**config.mk**
```make
export PLATFORM = sky130hd
export DESIGN_NAME = alu_core
export DESIGN_NICKNAME = d
export VERILOG_FILES = /design/src/hw/alu_pkg.sv /design/src/hw/addsub_unit.sv /design/src/hw/alu_core.sv /design/src/hw/bitwise_unit.sv /design/src/hw/delay_line.sv /design/src/hw/mult_unit.sv
export VERILOG_INCLUDE_DIRS = /design/src /design/src/hw
export SDC_FILE = /design/constraint.sdc
export NUM_CORES = 1
export LEC_CHECK = 0
export ABC_AREA = 1
export BUFFER_PORTS_ARGS = -buffer_cell sky130_fd_sc_hd__buf_2
export CAP_MARGIN = 10
export CORE_UTILIZATION = 64
export DETAILED_ROUTE_END_ITERATION = 8
export PLACE_DENSITY = 0.83
export REMOVE_ABC_BUFFERS = 1
export SETUP_SLACK_MARGIN = 0.4
export SLEW_MARGIN = 15
export SYNTH_ARGS = -nofsm -noshare
export SYNTH_HDL_FRONTEND = slang
export SYNTH_SLANG_ARGS = --single-unit
export TNS_END_PERCENT = 30
```
**constraint.sdc**
```tcl
create_clock -name clock -period 6.3 [get_ports clock]
set_clock_uncertainty 0.1 [all_clocks]
set_input_delay 0.315 -clock clock [delete_from_list [all_inputs] [get_ports clock]]
set_output_delay 0.315 -clock clock [all_outputs]
set_load 0.005 [all_outputs]
```
**src/hw/alu_defs.svh**
```systemverilog
`ifndef ALU_DEFS_SVH
`define ALU_DEFS_SVH

// Operand and result width in bits
`define ALU_WORD_WIDTH 16

// Destination tag width, carried unchanged to the response
`define ALU_TAG_WIDTH 8

// Opcode encoding width
`define ALU_OP_WIDTH 4

// Register stages inside the multiplier, at least 3
`define ALU_MULT_STAGES 3

// Cycles from input to registered output
// The multiplier is the deepest unit, the final selector adds one
`define ALU_LATENCY (`ALU_MULT_STAGES + 1)

`endif

```
**src/hw/alu_pkg.sv**
```systemverilog
`include "alu_defs.svh"

package alu_pkg;

    // Operand, result and product words
    typedef logic [`ALU_WORD_WIDTH-1:0]   alu_word_t;
    typedef logic [2*`ALU_WORD_WIDTH-1:0] alu_dword_t;

    // Destination tag, opaque to the ALU
    typedef logic [`ALU_TAG_WIDTH-1:0] alu_tag_t;

    // op_nop must stay at zero, reset flushes the pipeline with it
    typedef enum logic [`ALU_OP_WIDTH-1:0] {
        op_nop     = 4'd0,
        op_add     = 4'd1,
        op_sub     = 4'd2,
        op_and     = 4'd3,
        op_or      = 4'd4,
        op_xor     = 4'd5,
        op_mulu_lo = 4'd6,
        op_mulu_hi = 4'd7,
        op_muls_lo = 4'd8,
        op_muls_hi = 4'd9
    } alu_op_e;

    // One operation as it enters and travels down the pipeline
    typedef struct packed {
        alu_op_e   op;
        alu_word_t a;
        alu_word_t b;
        logic      carry_in;
    } alu_req_t;

    // Registered result bundle
    typedef struct packed {
        alu_op_e   op;
        alu_word_t result;
        logic      carry_out;
        alu_tag_t  tag;
    } alu_rsp_t;

endpackage

```
**src/hw/addsub_unit.sv**
```systemverilog
`timescale 1ns/1ps

module addsub_unit (
    input  logic               clock,
    input  logic               rst,
    input  logic               subtract,
    input  logic               carry_in,
    input  alu_pkg::alu_word_t a,
    input  alu_pkg::alu_word_t b,
    output alu_pkg::alu_word_t sum,
    output logic               carry_out
);

    localparam int W  = $bits(alu_pkg::alu_word_t);
    localparam int LO = W / 2;
    localparam int HI = W - LO;

    alu_pkg::alu_word_t b_eff;
    logic [LO:0]        lo_sum;
    logic [HI:0]        hi_sum;

    // Stage 1 registers
    logic [LO-1:0]      lo_q;
    logic               carry_q;
    logic [HI-1:0]      a_hi_q;
    logic [HI-1:0]      b_hi_q;

    always_comb begin
        // Subtraction is a + ~b + carry_in
        b_eff  = subtract ? ~b : b;
        lo_sum = {1'b0, a[LO-1:0]} + {1'b0, b_eff[LO-1:0]} + {{LO{1'b0}}, carry_in};
        // Upper half works on the operands held by stage 1
        hi_sum = {1'b0, a_hi_q} + {1'b0, b_hi_q} + {{HI{1'b0}}, carry_q};
    end

    always_ff @(posedge clock) begin
        if (rst) begin
            lo_q      <= '0;
            carry_q   <= 1'b0;
            a_hi_q    <= '0;
            b_hi_q    <= '0;
            sum       <= '0;
            carry_out <= 1'b0;
        end else begin
            lo_q      <= lo_sum[LO-1:0];
            carry_q   <= lo_sum[LO];
            a_hi_q    <= a[W-1:LO];
            b_hi_q    <= b_eff[W-1:LO];
            sum       <= {hi_sum[HI-1:0], lo_q};
            carry_out <= hi_sum[HI];
        end
    end

endmodule

```
**src/hw/alu_core.sv**
```systemverilog
`timescale 1ns/1ps
`include "alu_defs.svh"

module alu_core (
    input  logic              clock,
    input  logic              rst,
    input  alu_pkg::alu_req_t req,
    input  alu_pkg::alu_tag_t tag_in,
    output alu_pkg::alu_rsp_t rsp
);

    localparam int LAT = `ALU_LATENCY;

    // Registered request history, req_q[i] is the request from i+1 cycles ago
    alu_pkg::alu_req_t  req_q [LAT-1];
    // Tap k sees the request k cycles after it arrived, tap 0 is req itself
    alu_pkg::alu_req_t  tap   [LAT];

    alu_pkg::alu_req_t  add_req;
    alu_pkg::alu_req_t  bit_req;
    alu_pkg::alu_req_t  out_req;

    logic               subtract;
    logic               is_signed;
    alu_pkg::alu_word_t add_sum;
    logic               add_carry;
    logic               carry_aligned;
    alu_pkg::alu_word_t bit_result;
    alu_pkg::alu_word_t prod_lo;
    alu_pkg::alu_word_t prod_hi;
    alu_pkg::alu_tag_t  tag_q;

    // Final output registers
    alu_pkg::alu_op_e   op_q;
    alu_pkg::alu_word_t result_q;
    logic               carry_q;

    // Reset fills the history with op_nop
    always_ff @(posedge clock) begin
        if (rst) begin
            for (int i = 0; i < LAT - 1; i++) begin
                req_q[i] <= '0;
            end
        end else begin
            req_q[0] <= req;
            for (int i = 1; i < LAT - 1; i++) begin
                req_q[i] <= req_q[i-1];
            end
        end
    end

    always_comb begin
        tap[0] = req;
        for (int k = 1; k < LAT; k++) begin
            tap[k] = req_q[k-1];
        end
    end

    // Adder finishes just as its request reaches the bitwise tap
    assign add_req   = tap[LAT-4];
    assign bit_req   = tap[LAT-2];
    assign out_req   = tap[LAT-1];

    assign subtract  = (add_req.op == alu_pkg::op_sub);
    assign is_signed = (req.op == alu_pkg::op_muls_lo) || (req.op == alu_pkg::op_muls_hi);

    addsub_unit u_addsub (
        .clock     (clock),
        .rst       (rst),
        .subtract  (subtract),
        .carry_in  (add_req.carry_in),
        .a         (add_req.a),
        .b         (add_req.b),
        .sum       (add_sum),
        .carry_out (add_carry)
    );

    // Carry skips the bitwise stage, so hold it one cycle
    delay_line #(
        .DEPTH (1),
        .WIDTH (1)
    ) u_carry_dly (
        .clock (clock),
        .rst   (rst),
        .din   (add_carry),
        .dout  (carry_aligned)
    );

    bitwise_unit u_bitwise (
        .clock         (clock),
        .rst           (rst),
        .op            (bit_req.op),
        .a             (bit_req.a),
        .b             (bit_req.b),
        .addsub_result (add_sum),
        .result        (bit_result)
    );

    // Deepest unit, fed straight from the input
    mult_unit #(
        .STAGES (`ALU_MULT_STAGES)
    ) u_mult (
        .clock      (clock),
        .rst        (rst),
        .is_signed  (is_signed),
        .a          (req.a),
        .b          (req.b),
        .product_lo (prod_lo),
        .product_hi (prod_hi)
    );

    delay_line #(
        .DEPTH (LAT),
        .WIDTH ($bits(alu_pkg::alu_tag_t))
    ) u_tag_dly (
        .clock (clock),
        .rst   (rst),
        .din   (tag_in),
        .dout  (tag_q)
    );

    always_ff @(posedge clock) begin
        if (rst) begin
            op_q     <= alu_pkg::op_nop;
            result_q <= '0;
            carry_q  <= 1'b0;
        end else begin
            op_q <= out_req.op;
            case (out_req.op)
                alu_pkg::op_mulu_lo, alu_pkg::op_muls_lo: begin
                    result_q <= prod_lo;
                end
                alu_pkg::op_mulu_hi, alu_pkg::op_muls_hi: begin
                    result_q <= prod_hi;
                end
                default: begin
                    result_q <= bit_result;
                end
            endcase
            // Carry only means something for add and sub
            carry_q <= ((out_req.op == alu_pkg::op_add) || (out_req.op == alu_pkg::op_sub))
                       ? carry_aligned : 1'b0;
        end
    end

    always_comb begin
        rsp.op        = op_q;
        rsp.result    = result_q;
        rsp.carry_out = carry_q;
        rsp.tag       = tag_q;
    end

endmodule

```
**src/hw/bitwise_unit.sv**
```systemverilog
`timescale 1ns/1ps

module bitwise_unit (
    input  logic               clock,
    input  logic               rst,
    input  alu_pkg::alu_op_e   op,
    input  alu_pkg::alu_word_t a,
    input  alu_pkg::alu_word_t b,
    input  alu_pkg::alu_word_t addsub_result,
    output alu_pkg::alu_word_t result
);

    alu_pkg::alu_word_t result_d;

    // Logic opcodes are decoded here only, anything else takes the adder path
    always_comb begin
        case (op)
            alu_pkg::op_and: begin
                result_d = a & b;
            end
            alu_pkg::op_or: begin
                result_d = a | b;
            end
            alu_pkg::op_xor: begin
                result_d = a ^ b;
            end
            default: begin
                result_d = addsub_result;
            end
        endcase
    end

    always_ff @(posedge clock) begin
        if (rst) begin
            result <= '0;
        end else begin
            result <= result_d;
        end
    end

endmodule

```
**src/hw/delay_line.sv**
```systemverilog
`timescale 1ns/1ps

module delay_line #(
    parameter int DEPTH = 1,
    parameter int WIDTH = 1
) (
    input  logic             clock,
    input  logic             rst,
    input  logic [WIDTH-1:0] din,
    output logic [WIDTH-1:0] dout
);

    // Stage 0 is written from din, the last stage drives dout
    logic [WIDTH-1:0] stages [DEPTH];

    always_ff @(posedge clock) begin
        if (rst) begin
            for (int i = 0; i < DEPTH; i++) begin
                stages[i] <= '0;
            end
        end else begin
            stages[0] <= din;
            for (int i = 1; i < DEPTH; i++) begin
                stages[i] <= stages[i-1];
            end
        end
    end

    assign dout = stages[DEPTH-1];

endmodule

```
**src/hw/mult_unit.sv**
```systemverilog
`timescale 1ns/1ps

module mult_unit #(
    parameter int STAGES = 3
) (
    input  logic               clock,
    input  logic               rst,
    input  logic               is_signed,
    input  alu_pkg::alu_word_t a,
    input  alu_pkg::alu_word_t b,
    output alu_pkg::alu_word_t product_lo,
    output alu_pkg::alu_word_t product_hi
);

    localparam int W = $bits(alu_pkg::alu_word_t);

    // One extra bit so signed and unsigned share a single signed multiplier
    logic signed [W:0]     a_ext;
    logic signed [W:0]     b_ext;
    logic signed [W:0]     a_q;
    logic signed [W:0]     b_q;
    logic signed [2*W+1:0] full;

    // Product retiming registers, the first one catches the multiplier output
    alu_pkg::alu_dword_t   prod_q [STAGES-1];

    always_comb begin
        a_ext = is_signed ? {a[W-1], a} : {1'b0, a};
        b_ext = is_signed ? {b[W-1], b} : {1'b0, b};
        full  = a_q * b_q;
    end

    // Stage 1 holds the extended operands
    always_ff @(posedge clock) begin
        if (rst) begin
            a_q <= '0;
            b_q <= '0;
        end else begin
            a_q <= a_ext;
            b_q <= b_ext;
        end
    end

    // Remaining stages carry the product, one operation per slot
    always_ff @(posedge clock) begin
        if (rst) begin
            for (int i = 0; i < STAGES - 1; i++) begin
                prod_q[i] <= '0;
            end
        end else begin
            prod_q[0] <= full[2*W-1:0];
            for (int i = 1; i < STAGES - 1; i++) begin
                prod_q[i] <= prod_q[i-1];
            end
        end
    end

    assign product_lo = prod_q[STAGES-2][W-1:0];
    assign product_hi = prod_q[STAGES-2][2*W-1:W];

endmodule

```
Word-level counts from Yosys, hierarchy flattened. Memory sizes are Yosys's and may differ from the RTL's. A register that Yosys moved wholly into a read port is not among the register bits. Index checks and enable logic that the tools add are counted.

Add/subtract/negate cells: 4. Multipliers: 1. Divide/modulo/power cells: 0. $lt $le $gt $ge: 0. Eq/ne operators: 12. Shift operators: 0. Mux-type cells: 17. Bitwise operators: 15. Reduce and logical (&&, ||, !) cells: 7.

Operators by type and width (count): $mux 37 (3); $mux 32 (2); $pmux 16 s3 (1); $mul 17x17->32 (1); $mux 8 (4); $pmux 16 s2 (1); $add 8x8->9 (2); $add 9x1->9 (2); $and 16x16->16 (1); $eq 4x3->1 const B (4); $eq 4x4->1 const B (4); $mux 16 (1); $not 16->16 (1); $or 16x16->16 (1); $xor 16x16->16 (1); $eq 4x2->1 const B (3); $or 1x1->1 (9); $reduce_or 2->1 (4); $mux 1 (5); $eq 4x1->1 const B (1); $logic_or 1x1->1 (2); $not 1->1 (2); $reduce_or 1->1 (1).

Bits in registers: 112. Latch bits: 0. Bits in writable memories: 208. Bits in read-only memories: 0. Input port bits: 47. Output and inout bits: 29. Word-level logic and storage cells: 73. Memories kept: 4.

Memories: req_q (depth 3, width 37, rd ports 3, clocked after Yosys merged registers in 0, write ports 3, line alu_core.sv:15) `alu_pkg::alu_req_t req_q [LAT-1];`; u_mult.prod_q (depth 2, width 32, rd ports 2, clocked after Yosys merged registers in 0, write ports 2, line mult_unit.sv:25) `alu_pkg::alu_dword_t prod_q [STAGES-1];`; u_tag_dly.stages (depth 4, width 8, rd ports 4, clocked after Yosys merged registers in 0, write ports 4, line delay_line.sv:14) `logic [WIDTH-1:0] stages [DEPTH];`; u_carry_dly.stages (depth 1, width 1, rd ports 1, clocked after Yosys merged registers in 1, write ports 1, line delay_line.sv:14).

Longest topological paths before layout. Gate-level depths: netlist (run 1). An unclocked memory read counts as a cell.

Depth in word-level cells: 5. Depth in mapped cells: 27. Gate-level depth less buffers: 25.

Modules after synthesis. Synthesis (run 1) repeated with hierarchy kept, for this count alone.

Cell total of the unflattened synthesis: 2795. Area total of the unflattened synthesis: 21863.5 um^2.

Modules (own cells, without submodules): mult_unit (times used 1, cells an instance 1820, area each 14168.6 um^2); alu_core (times used 1, cells an instance 394, area each 3155.5 um^2); addsub_unit (times used 1, cells an instance 249, area each 1974.4 um^2); bitwise_unit (times used 1, cells an instance 230, area each 1620.3 um^2); delay_line (u_tag_dly) (times used 1, cells an instance 99, area each 914.6 um^2); delay_line (u_carry_dly) (times used 1, cells an instance 3, area each 30.0 um^2).

Least setup slack after synthesis (run 1). No wires, ideal clock.

Path type: flip-flop to flip-flop. Start: register u_mult.a_q[16]. End: memory u_mult.prod_q[0][31] in the netlist's numbering. Arrival: 5.494 ns. Data required time: 6.085 ns. Slack: 0.591 ns. Stages on the path, launching flop included: 24. Buffers on the path: 2. Clock period less this slack: 5.709 ns. Cell sequence: dfxtp_1 -> clkbuf_1 -> clkbuf_1 -> nand2_1 -> inv_1 -> fa_1 -> fa_1 -> inv_1 -> fa_1 -> fa_1 -> fa_1 -> fa_1 -> inv_1 -> ha_1 -> nand2_1 -> inv_1 -> nand2_1 -> nor3_1 -> and2_1 -> nand2_1 -> nand2_1 -> nand3_1 -> nand2_1 -> nor2_1.

RTL lines: start: declaration (line mult_unit.sv:20) `logic signed [W:0] a_q;`; start signal: assignment (line mult_unit.sv:39) `a_q <= a_ext;`; end: declaration (line mult_unit.sv:25).

==> summary.txt, run 1 <==
Status
  – Status: finished clean

Worst hold path
  – Hold path cells: 2
  – HP Class: in2reg

Global routing
  – First-pass GRT wire length: a little over 80 mm
  – Largest net degree at the start of global routing: 80
  – Total GRT Usage: approximately 34%
  – Grt ovf: 0
  – Initial antenna violation count: 0
  – Number of global-route vias before repair: 16693

Floorplan
  – Die Span Y: between 150 and 200 um
  – Die ar.: between 0.03 and 0.04 mm2
  – IO Pins: 76
  – Core Area: between 0.03 and 0.04 mm2
  – Row cnt: between 60 and 70
  – Initial core utilization: between 60 and 70%
  – Die X: 179 um

STA
  – Worst slew pin tran: 862 ps
  – Final setup vio count: 0
  – WHS: ~68 ps
  – FMAX: roughly 180 MHz
  – RSZ-0062 raised after global routing: false
  – Max-slew headroom: approximately 43%
  – Setup TNS: 0 ps
  – Post-route setup slack: 617 ps
  – Final number of hold-violating endpoints: 0
  – Minimum clock period: ~5700 ps
  – Slew Viols, Final: 0
  – Final Cycle Share: around 90%

Synthesis
  – Post-Syn Area: 0.0199 mm2
  – Syn Area/Cell: approximately 7.8 um2
  – Area share of the largest cell type after synthesis: between 20% and 30%
  – Ranking of synthesized cells by area: fa_1 29%, dfxtp_1 25%, inv_1 13%, nand2_1 10%, ha_1 8.0%
  – Number of synthesized flops with an enable pin: 0
  – Mapped Cells: 2549
  – Main flop type after synthesis: dfxtp_1
  – Fraction of registers with async set/reset: 0%
  – Distinct cells, synth: 35
  – #FFs+latches synth: around 250
  – Yosys warns: 0
  – Sequential share of the synthesized area: between 20% and 30%
  – Leading area contributor after synthesis: fa_1

Setup path
  – WS Path Type: reg2reg
  – Crit path DAT: around 6000 ps
  – CP max FO: 18
  – CP Data Required Time: roughly 6600 ps
  – Worst Setup End Kind: flop
  – Reg2Reg Depth: 24
  – CP Launch Type: flop

Flow run
  – Max-Cap Viols: 0

Finish
  – Ratio of cells with drive above 1 in the final layout: just over 8%
  – Nets: between 3000 and 4000
  – Non-filler instance count after layout: 3061
  – Most common cell after layout, fill and taps aside: inv_1
  – # diodes: 0
  – Most frequent cells in the layout: 716 x inv_1, 555 x nand2_1, 283 x fa_1
  – Area Overhead vs Synth: 11.1%

Power and ir drop
  – Peak supply drop: around 0.00025 V
  – Clock Power Share: 31.5%
  – Switch share: 35.0%
  – PwrDens: between 200 and 250 mW/mm2
  – Combinational power share: 30.4%
  – Flop pwr share: between 30% and 40%
  – Leak pwr: approximately 12 nW
  – Switching power total: 0.00164 W
  – Internal: a little over 0.003 W

Route
  – Via count: 16072
  – TritonRoute pass-1 iters: 9
  – WL/cell: around 17 um
  – Overall routed net length: approximately 50 mm
  – Antenna Violating Nets Remaining: 0
  – DR iter-0 viols: roughly 1200
  – Post-DR vias/cell: between 5 and 6
  – DRC errors left: 0

Place
  – Place WS: ~350 ps
  – Final Wtd Congestion: roughly 1.0
  – Placed cell count: ~3000
  – Port-buffer cells: 75
  – Post-DP HPWL: 39.2 mm

Clock tree
  – Setup Buffers After CTS: 0
  – Root Buffer: clkbuf_16
  – CTS Buf Count: 25
  – CTS tree: built
  – Reg clk slew, reported paths: approximately 60 ps
  – Worst-case clock buffer depth: 3
  – Worst-Skew Late Latency: about 550 ps
  – H-Tree Depth: 1
  – Clock sink total: 246
[layer usage]
metal | wire length [um] | part of all wire, % | track usage [%]
met5 | 0 | 0 | 0
met3 | 4030 | 7.8 | 4.94
met2 | 25300 | 49 | 58.3
met1 | 20200 | 39 | 42.8
met4 | 1920 | 3.7 | 12.5
[final timing paths]
kind | startpoint | end | slack [ps]
max reg2reg | u_mult.b_q[8] | u_mult.prod_q[0][25] | 620
min reg2reg | u_tag_dly.stages[1][1] | u_tag_dly.stages[2][1] | 300
min | rst | u_mult.prod_q[0][34] | 70
max | u_mult.b_q[8] | u_mult.prod_q[0][25] | 620
[per-stage QoR]
stage          area [um2]  util [%]  power (W)
6_report            22200      72.4    0.00470
5_1_grt             22200      72.4    0.00499
4_1_cts             22100      72.3    0.00468
3_5_place_dp        20800      68.1    0.00319
3_3_place_gp        20800      68.1    0.00316
2_1_floorplan       19500         -    0.00272
[state kept, by name, indices dropped and copies added, names as in the netlist]
signal              count
op_q                    4
carry_q                 1
u_addsub.carry_out      1
u_tag_dly.stages       32
u_mult.prod_q          64
u_mult.a_q             16
result_q               16
u_addsub.carry_q        1
u_addsub.sum           16
u_bitwise.result       16
u_addsub.lo_q           8
u_carry_dly.stages      1
u_addsub.b_hi_q         8
u_mult.b_q             16
req_q                  46
[worst max-delay path, stage by stage, from the launching register on]
cell and delay (ps):
dfxtp_1 340, buf_6 230, nand2_1 110, fa_1 550, inv_1 60, fa_1 510, inv_1 60, fa_1 520
inv_1 50, fa_1 460, fa_1 500, inv_1 50, fa_1 500, inv_1 50, ha_1 310, buf_4 150
nand2_1 50, inv_1 90, nand2_1 90, nor3_1 250, nand3_1 120, nand3_1 160, nand2_1 90, nand2_1 80
nor2_1 50
[synthesized netlist by cell type (2+ instances only)]
cell type / n
nor2_1: 253
xnor2_1: 2
o211ai_1: 3
inv_1: 717
a41oi_1: 15
xor2_1: 10
a21o_1: 5
a221oi_1: 2
nand2_1: 555
ha_1: 128
buf_2: 7
dfxtp_1: 246
o21ai_0: 37
a21oi_1: 75
o22ai_2: 2
o21ai_2: 2
or2_2: 16
o21a_1: 5
nand4_1: 11
a31oi_1: 17
nor3_1: 7
o21bai_1: 8
fa_1: 286
nand3_1: 36
inv_2: 2
buf_1: 7
clkbuf_1: 87
[cells by family after synthesis]
group	share of synthesized area (%)
buffers and inverters	15.6
adders and majority gates	36.7
and+or+nand+nor	17.3
AOI/OAI and AO/OA	5.16
xor gates and xnor gates	0.527
DFF	24.7
[cell type report]
class,instances,area [um2]
clock buffers,35,703
inverters,719,2700
well taps,396,495
flip-flops and latches,246,4960
multi-input cells,1481,11900
fillers,2246,8430
clock inverters,10,111
repair buffers,174,1250
[what timing repair did]
action,CTS,global route
setup endpoints to repair,3,18
hold buffers,44,0
resized for setup,3,31
endpoints found under the hold margin,53,0
[power groups by stage]
stage | registers [W] | clock network (W) | logic, W
global placement | 0.00181 | 0 | 0.00134
floorplan | 0.00180 | 0 | 0.000926
CTS | 0.00179 | 0.00149 | 0.00141
global route | 0.00180 | 0.00156 | 0.00163
finish | 0.00179 | 0.00148 | 0.00143
detailed placement | 0.00182 | 0 | 0.00137
Note: power is estimated with default switching activity, not from simulation.
==> run 2: changes to the inputs <==
--- a/config.mk
+++ b/config.mk
@@ -17,5 +17,6 @@
 export SLEW_MARGIN = 15
 export SYNTH_ARGS = -nofsm -noshare
 export SYNTH_HDL_FRONTEND = slang
+export SYNTH_HIERARCHICAL = 1
 export SYNTH_SLANG_ARGS = --single-unit
 export TNS_END_PERCENT = 30
==> run 2 against run 1 <==
Clock power up 24%. Cell count up 8.1%. Cell area up 8.1%. Routed wire length up 8.3%. Total power up 15%. Synthesized cell count up 9.7%. Register-to-register slack about the same. Setup slack worse by 0.96 ps. First-iteration DRC count up 21%. Critical path type unchanged. Flip-flop and latch count up 40. Die area up 9.5%. Largest cell class unchanged. Global-route usage down 1.4 points.
==> summary.txt, run 2 <==
Finish
  – # diodes: 0 (unchanged)
  – Top Registers: req_q x76, u_mult/prod_q x64, u_tag_dly/stages x32
  – Area Overhead vs Synth: 9.50%
  – Finished Core Util: 71.4% (-1.0 points)
  – Top reg by flops: req_q
  – Ratio of cells with drive above 1 in the final layout: 9.20% (+0.98 points)
  – Max FFs per register: 76 (+19%)
  – Most frequent cells in the layout: 763 x inv_1, 527 x nand2_1, 324 x nor2_1
  – Most common cell after layout, fill and taps aside: inv_1
  – Nets: 3300 (+6.2%)

Clock tree
  – H-Tree Depth: 1 (unchanged)
  – Reg clk slew, reported paths: 60 ps (about the same)
  – Worst-case clock buffer depth: 3 (unchanged)
  – CTS Buf Count: 29 (+16%)
  – CTS tree: built
  – Root Buffer: clkbuf_16
  – Worst-Skew Late Latency: 570 ps (+20 ps)
  – Clock sink total: 286 (+16%)

STA
  – Slew Viols, Final: 0 (unchanged)
  – Worst slew pin tran: 1130 ps (+265 ps)
  – Minimum clock period: 5680 ps (+0.962 ps)
  – FMAX: 176 MHz (about the same)
  – Final number of hold-violating endpoints: 0 (unchanged)
  – Final setup vio count: 0 (unchanged)
  – Max-slew headroom: 24.6% (-18 points)
  – RSZ-0062 raised after global routing: false
  – Final Cycle Share: 90.2% (about the same)
  – Setup TNS: 0 ps (unchanged)

Global routing
  – First-pass GRT wire length: 89.3 mm (+8.3%)
  – Total GRT Usage: 32.3% (-1.4 points)
  – Largest net degree at the start of global routing: 129 (+61%)
  – Number of global-route vias before repair: 18182 (+8.9%)
  – Initial antenna violation count: 0 (unchanged)
  – Grt ovf: 0 (unchanged)

Synthesis
  – #FFs+latches synth: 286 (+16%)
  – Area share of the largest cell type after synthesis: 26.2% (-2.5 points)
  – Ranking of synthesized cells by area: dfxtp_1 26%, fa_1 26%, inv_1 13%, nand2_1 9.1%, ha_1 7.3%
  – Number of synthesized flops with an enable pin: 0 (unchanged)
  – Syn Area/Cell: 7.82 um2 (about the same)
  – Main flop type after synthesis: dfxtp_1
  – Sequential share of the synthesized area: 26.2% (+1.5 points)
  – Leading area contributor after synthesis: dfxtp_1
  – Post-Syn Area: 0.0219 mm2 (+9.6%)
  – Cell with the most instances after synthesis: inv_1
  – Distinct cells, synth: 44 (+26%)
  – Mapped Cells: 2795 (+9.7%)
  – Yosys warns: 6 (+6)
  – Fraction of registers with async set/reset: 0% (unchanged)
  – Post-synth top cells: 764 x inv_1, 528 x nand2_1, 331 x nor2_1, 286 x dfxtp_1, 286 x fa_1

Floorplan
  – Core Area: 0.0335 mm2 (+9.6%)
  – Die X: 187 um (+4.6%)
  – Die Span Y: 187 um (+4.6%)
  – Initial core utilization: 65.2% (about the same)
  – Row cnt: 67 (+4.7%)
  – IO Pins: 76 (unchanged)
  – Die ar.: 0.0349 mm2 (+9.5%)

Power and ir drop
  – Flop pwr share: 38.3% (+0.2 points)
  – Leak pwr: 13.3 nW (+7.7%)
  – PwrDens: 226 mW/mm2 (+6.4%)
  – Combinational power share: 27.7% (-2.7 points)
  – Internal: 0.00360 W (+18%)
  – Peak supply drop: 0.000207 V (-18%)
  – Clock Power Share: 34.0% (+2.5 points)
  – Switch share: 33.4% (-1.6 points)
  – Switching power total: 0.00180 W (+9.7%)

Setup path
  – CP Launch Type: flop
  – Crit path DAT: 6040 ps (+30 ps)
  – WS Path Type: reg2reg
  – Worst Setup End Kind: flop
  – CP Data Required Time: 6660 ps (+30 ps)
  – CP max FO: 17 (-1)

Route
  – WL/cell: 16.9 um (+0.21%)
  – DR iter-0 viols: 1487 (+21%)
  – Overall routed net length: 55.7 mm (+8.3%)
  – Post-DR vias/cell: 5.24 (-0.21%)
  – Via count: 17332 (+7.8%)
  – DRC errors left: 0 (unchanged)
  – Antenna Violating Nets Remaining: 0 (unchanged)
  – TritonRoute pass-1 iters: 7 (-2)

Place
  – Post-DP HPWL: 41.1 mm (+5.0%)
  – Final Wtd Congestion: 0.941 (-6.5%)
  – Port-buffer cells: 75 (unchanged)

Status
  – Status: finished clean

Flow run
  – Max-Cap Viols: 0 (unchanged)

Worst hold path
  – HP Class: in2reg
## run 2: changes by cell type in the layout (fill, tap and decap cells not counted), sizes merged, moves of 8 or more
cell and delta:
nor2 +92, nand3 +55, inv +48, dfxtp +40, a31oi -17, nand2 -17
buf -16, a41oi -15, nand3b +15, xnor2 +10, nand4 -8
## run 2: stage by stage
| step | instances | power [W] | setup WS (ps) | hold WS (ps) | cell area [um2] |
|---|---|---|---|---|---|
| 4_1_cts | 3304 | 0.00537 | 370 | 104 | 23800 |
| 2_1_floorplan | 2650 | 0.00305 | 864 | 282 | 21100 |
| 3_3_place_gp | 3208 | 0.00349 | 255 | 289 | 22300 |
| 5_1_grt | 3308 | 0.00569 | 354 | 138 | 23900 |
| 3_5_place_dp | 3208 | 0.00352 | 175 | 292 | 22300 |
| 6_report | 3308 | 0.00541 | 616 | 120 | 23900 |
## run 2: worst paths after layout
kind | from | endpoint | slack (ps) | depth (start not counted)
worst min register to register | u_addsub/lo_q[0] | u_addsub/sum[0] | 300 | 2
worst max-delay path | u_mult/b_q[4] | u_mult/prod_q[0][21] | 620 | 19
worst min-delay path | req[0] | u_addsub/lo_q[0] | 120 | 4
worst max register to register | u_mult/b_q[4] | u_mult/prod_q[0][21] | 620 | 19
## run 2: metal layers
layer  GRT usage (%)  part of all wire [%]
met1            37.7                    36
met2            55.8                    49
met3            3.81                   7.1
met4            22.3                   7.4
met5               0                     0
## run 2: power groups by stage
stage / registers [W] / clock network (W) / logic, W
5_1_grt: 0.00208 / 0.00192 / 0.00169
3_3_place_gp: 0.00210 / 0 / 0.00139
6_report: 0.00207 / 0.00184 / 0.00150
4_1_cts: 0.00207 / 0.00184 / 0.00146
3_5_place_dp: 0.00211 / 0 / 0.00142
2_1_floorplan: 0.00208 / 0 / 0.000978
## run 2: kinds of logic after synthesis
kind of cell	Yosys count	share of synthesized area, %
simple gates	1019	19.2
flops	286	26.2
buf+inv	915	16.8
fa+ha+maj	414	33.5
xor+xnor	20	0.801
compound gates	141	3.45
## run 2: layout make-up
class,instances,area (um2)
fill,2381,9590
sequential,286,5780
inverter,770,2890
timing repair buffer,158,1150
clock inverter,13,195
multi-input combinational,1594,12500
clock buffer,39,833
tap,448,561
## run 2: critical path: stages, from the launching register on
cell and delay (ps):
dfxtp_2 550, nand2_1 130, fa_1 530, fa_1 520, fa_1 520, inv_1 60, fa_1 480, fa_1 510
inv_1 60, fa_1 480, inv_1 40, ha_1 350, nand2_1 160, nor2_2 180, inv_1 80, nor2_1 160
nand4_1 130, nand3_1 170, o21ai_0 120, a21oi_2 230
## run 2: timing repair
item	CTS	global route
pin swaps	0	4
hold endpoints to repair	93	0
hold buffers	44	0
endpoints found under the setup margin	11	17
gates resized for setup	14	48
setup buffers	0	4
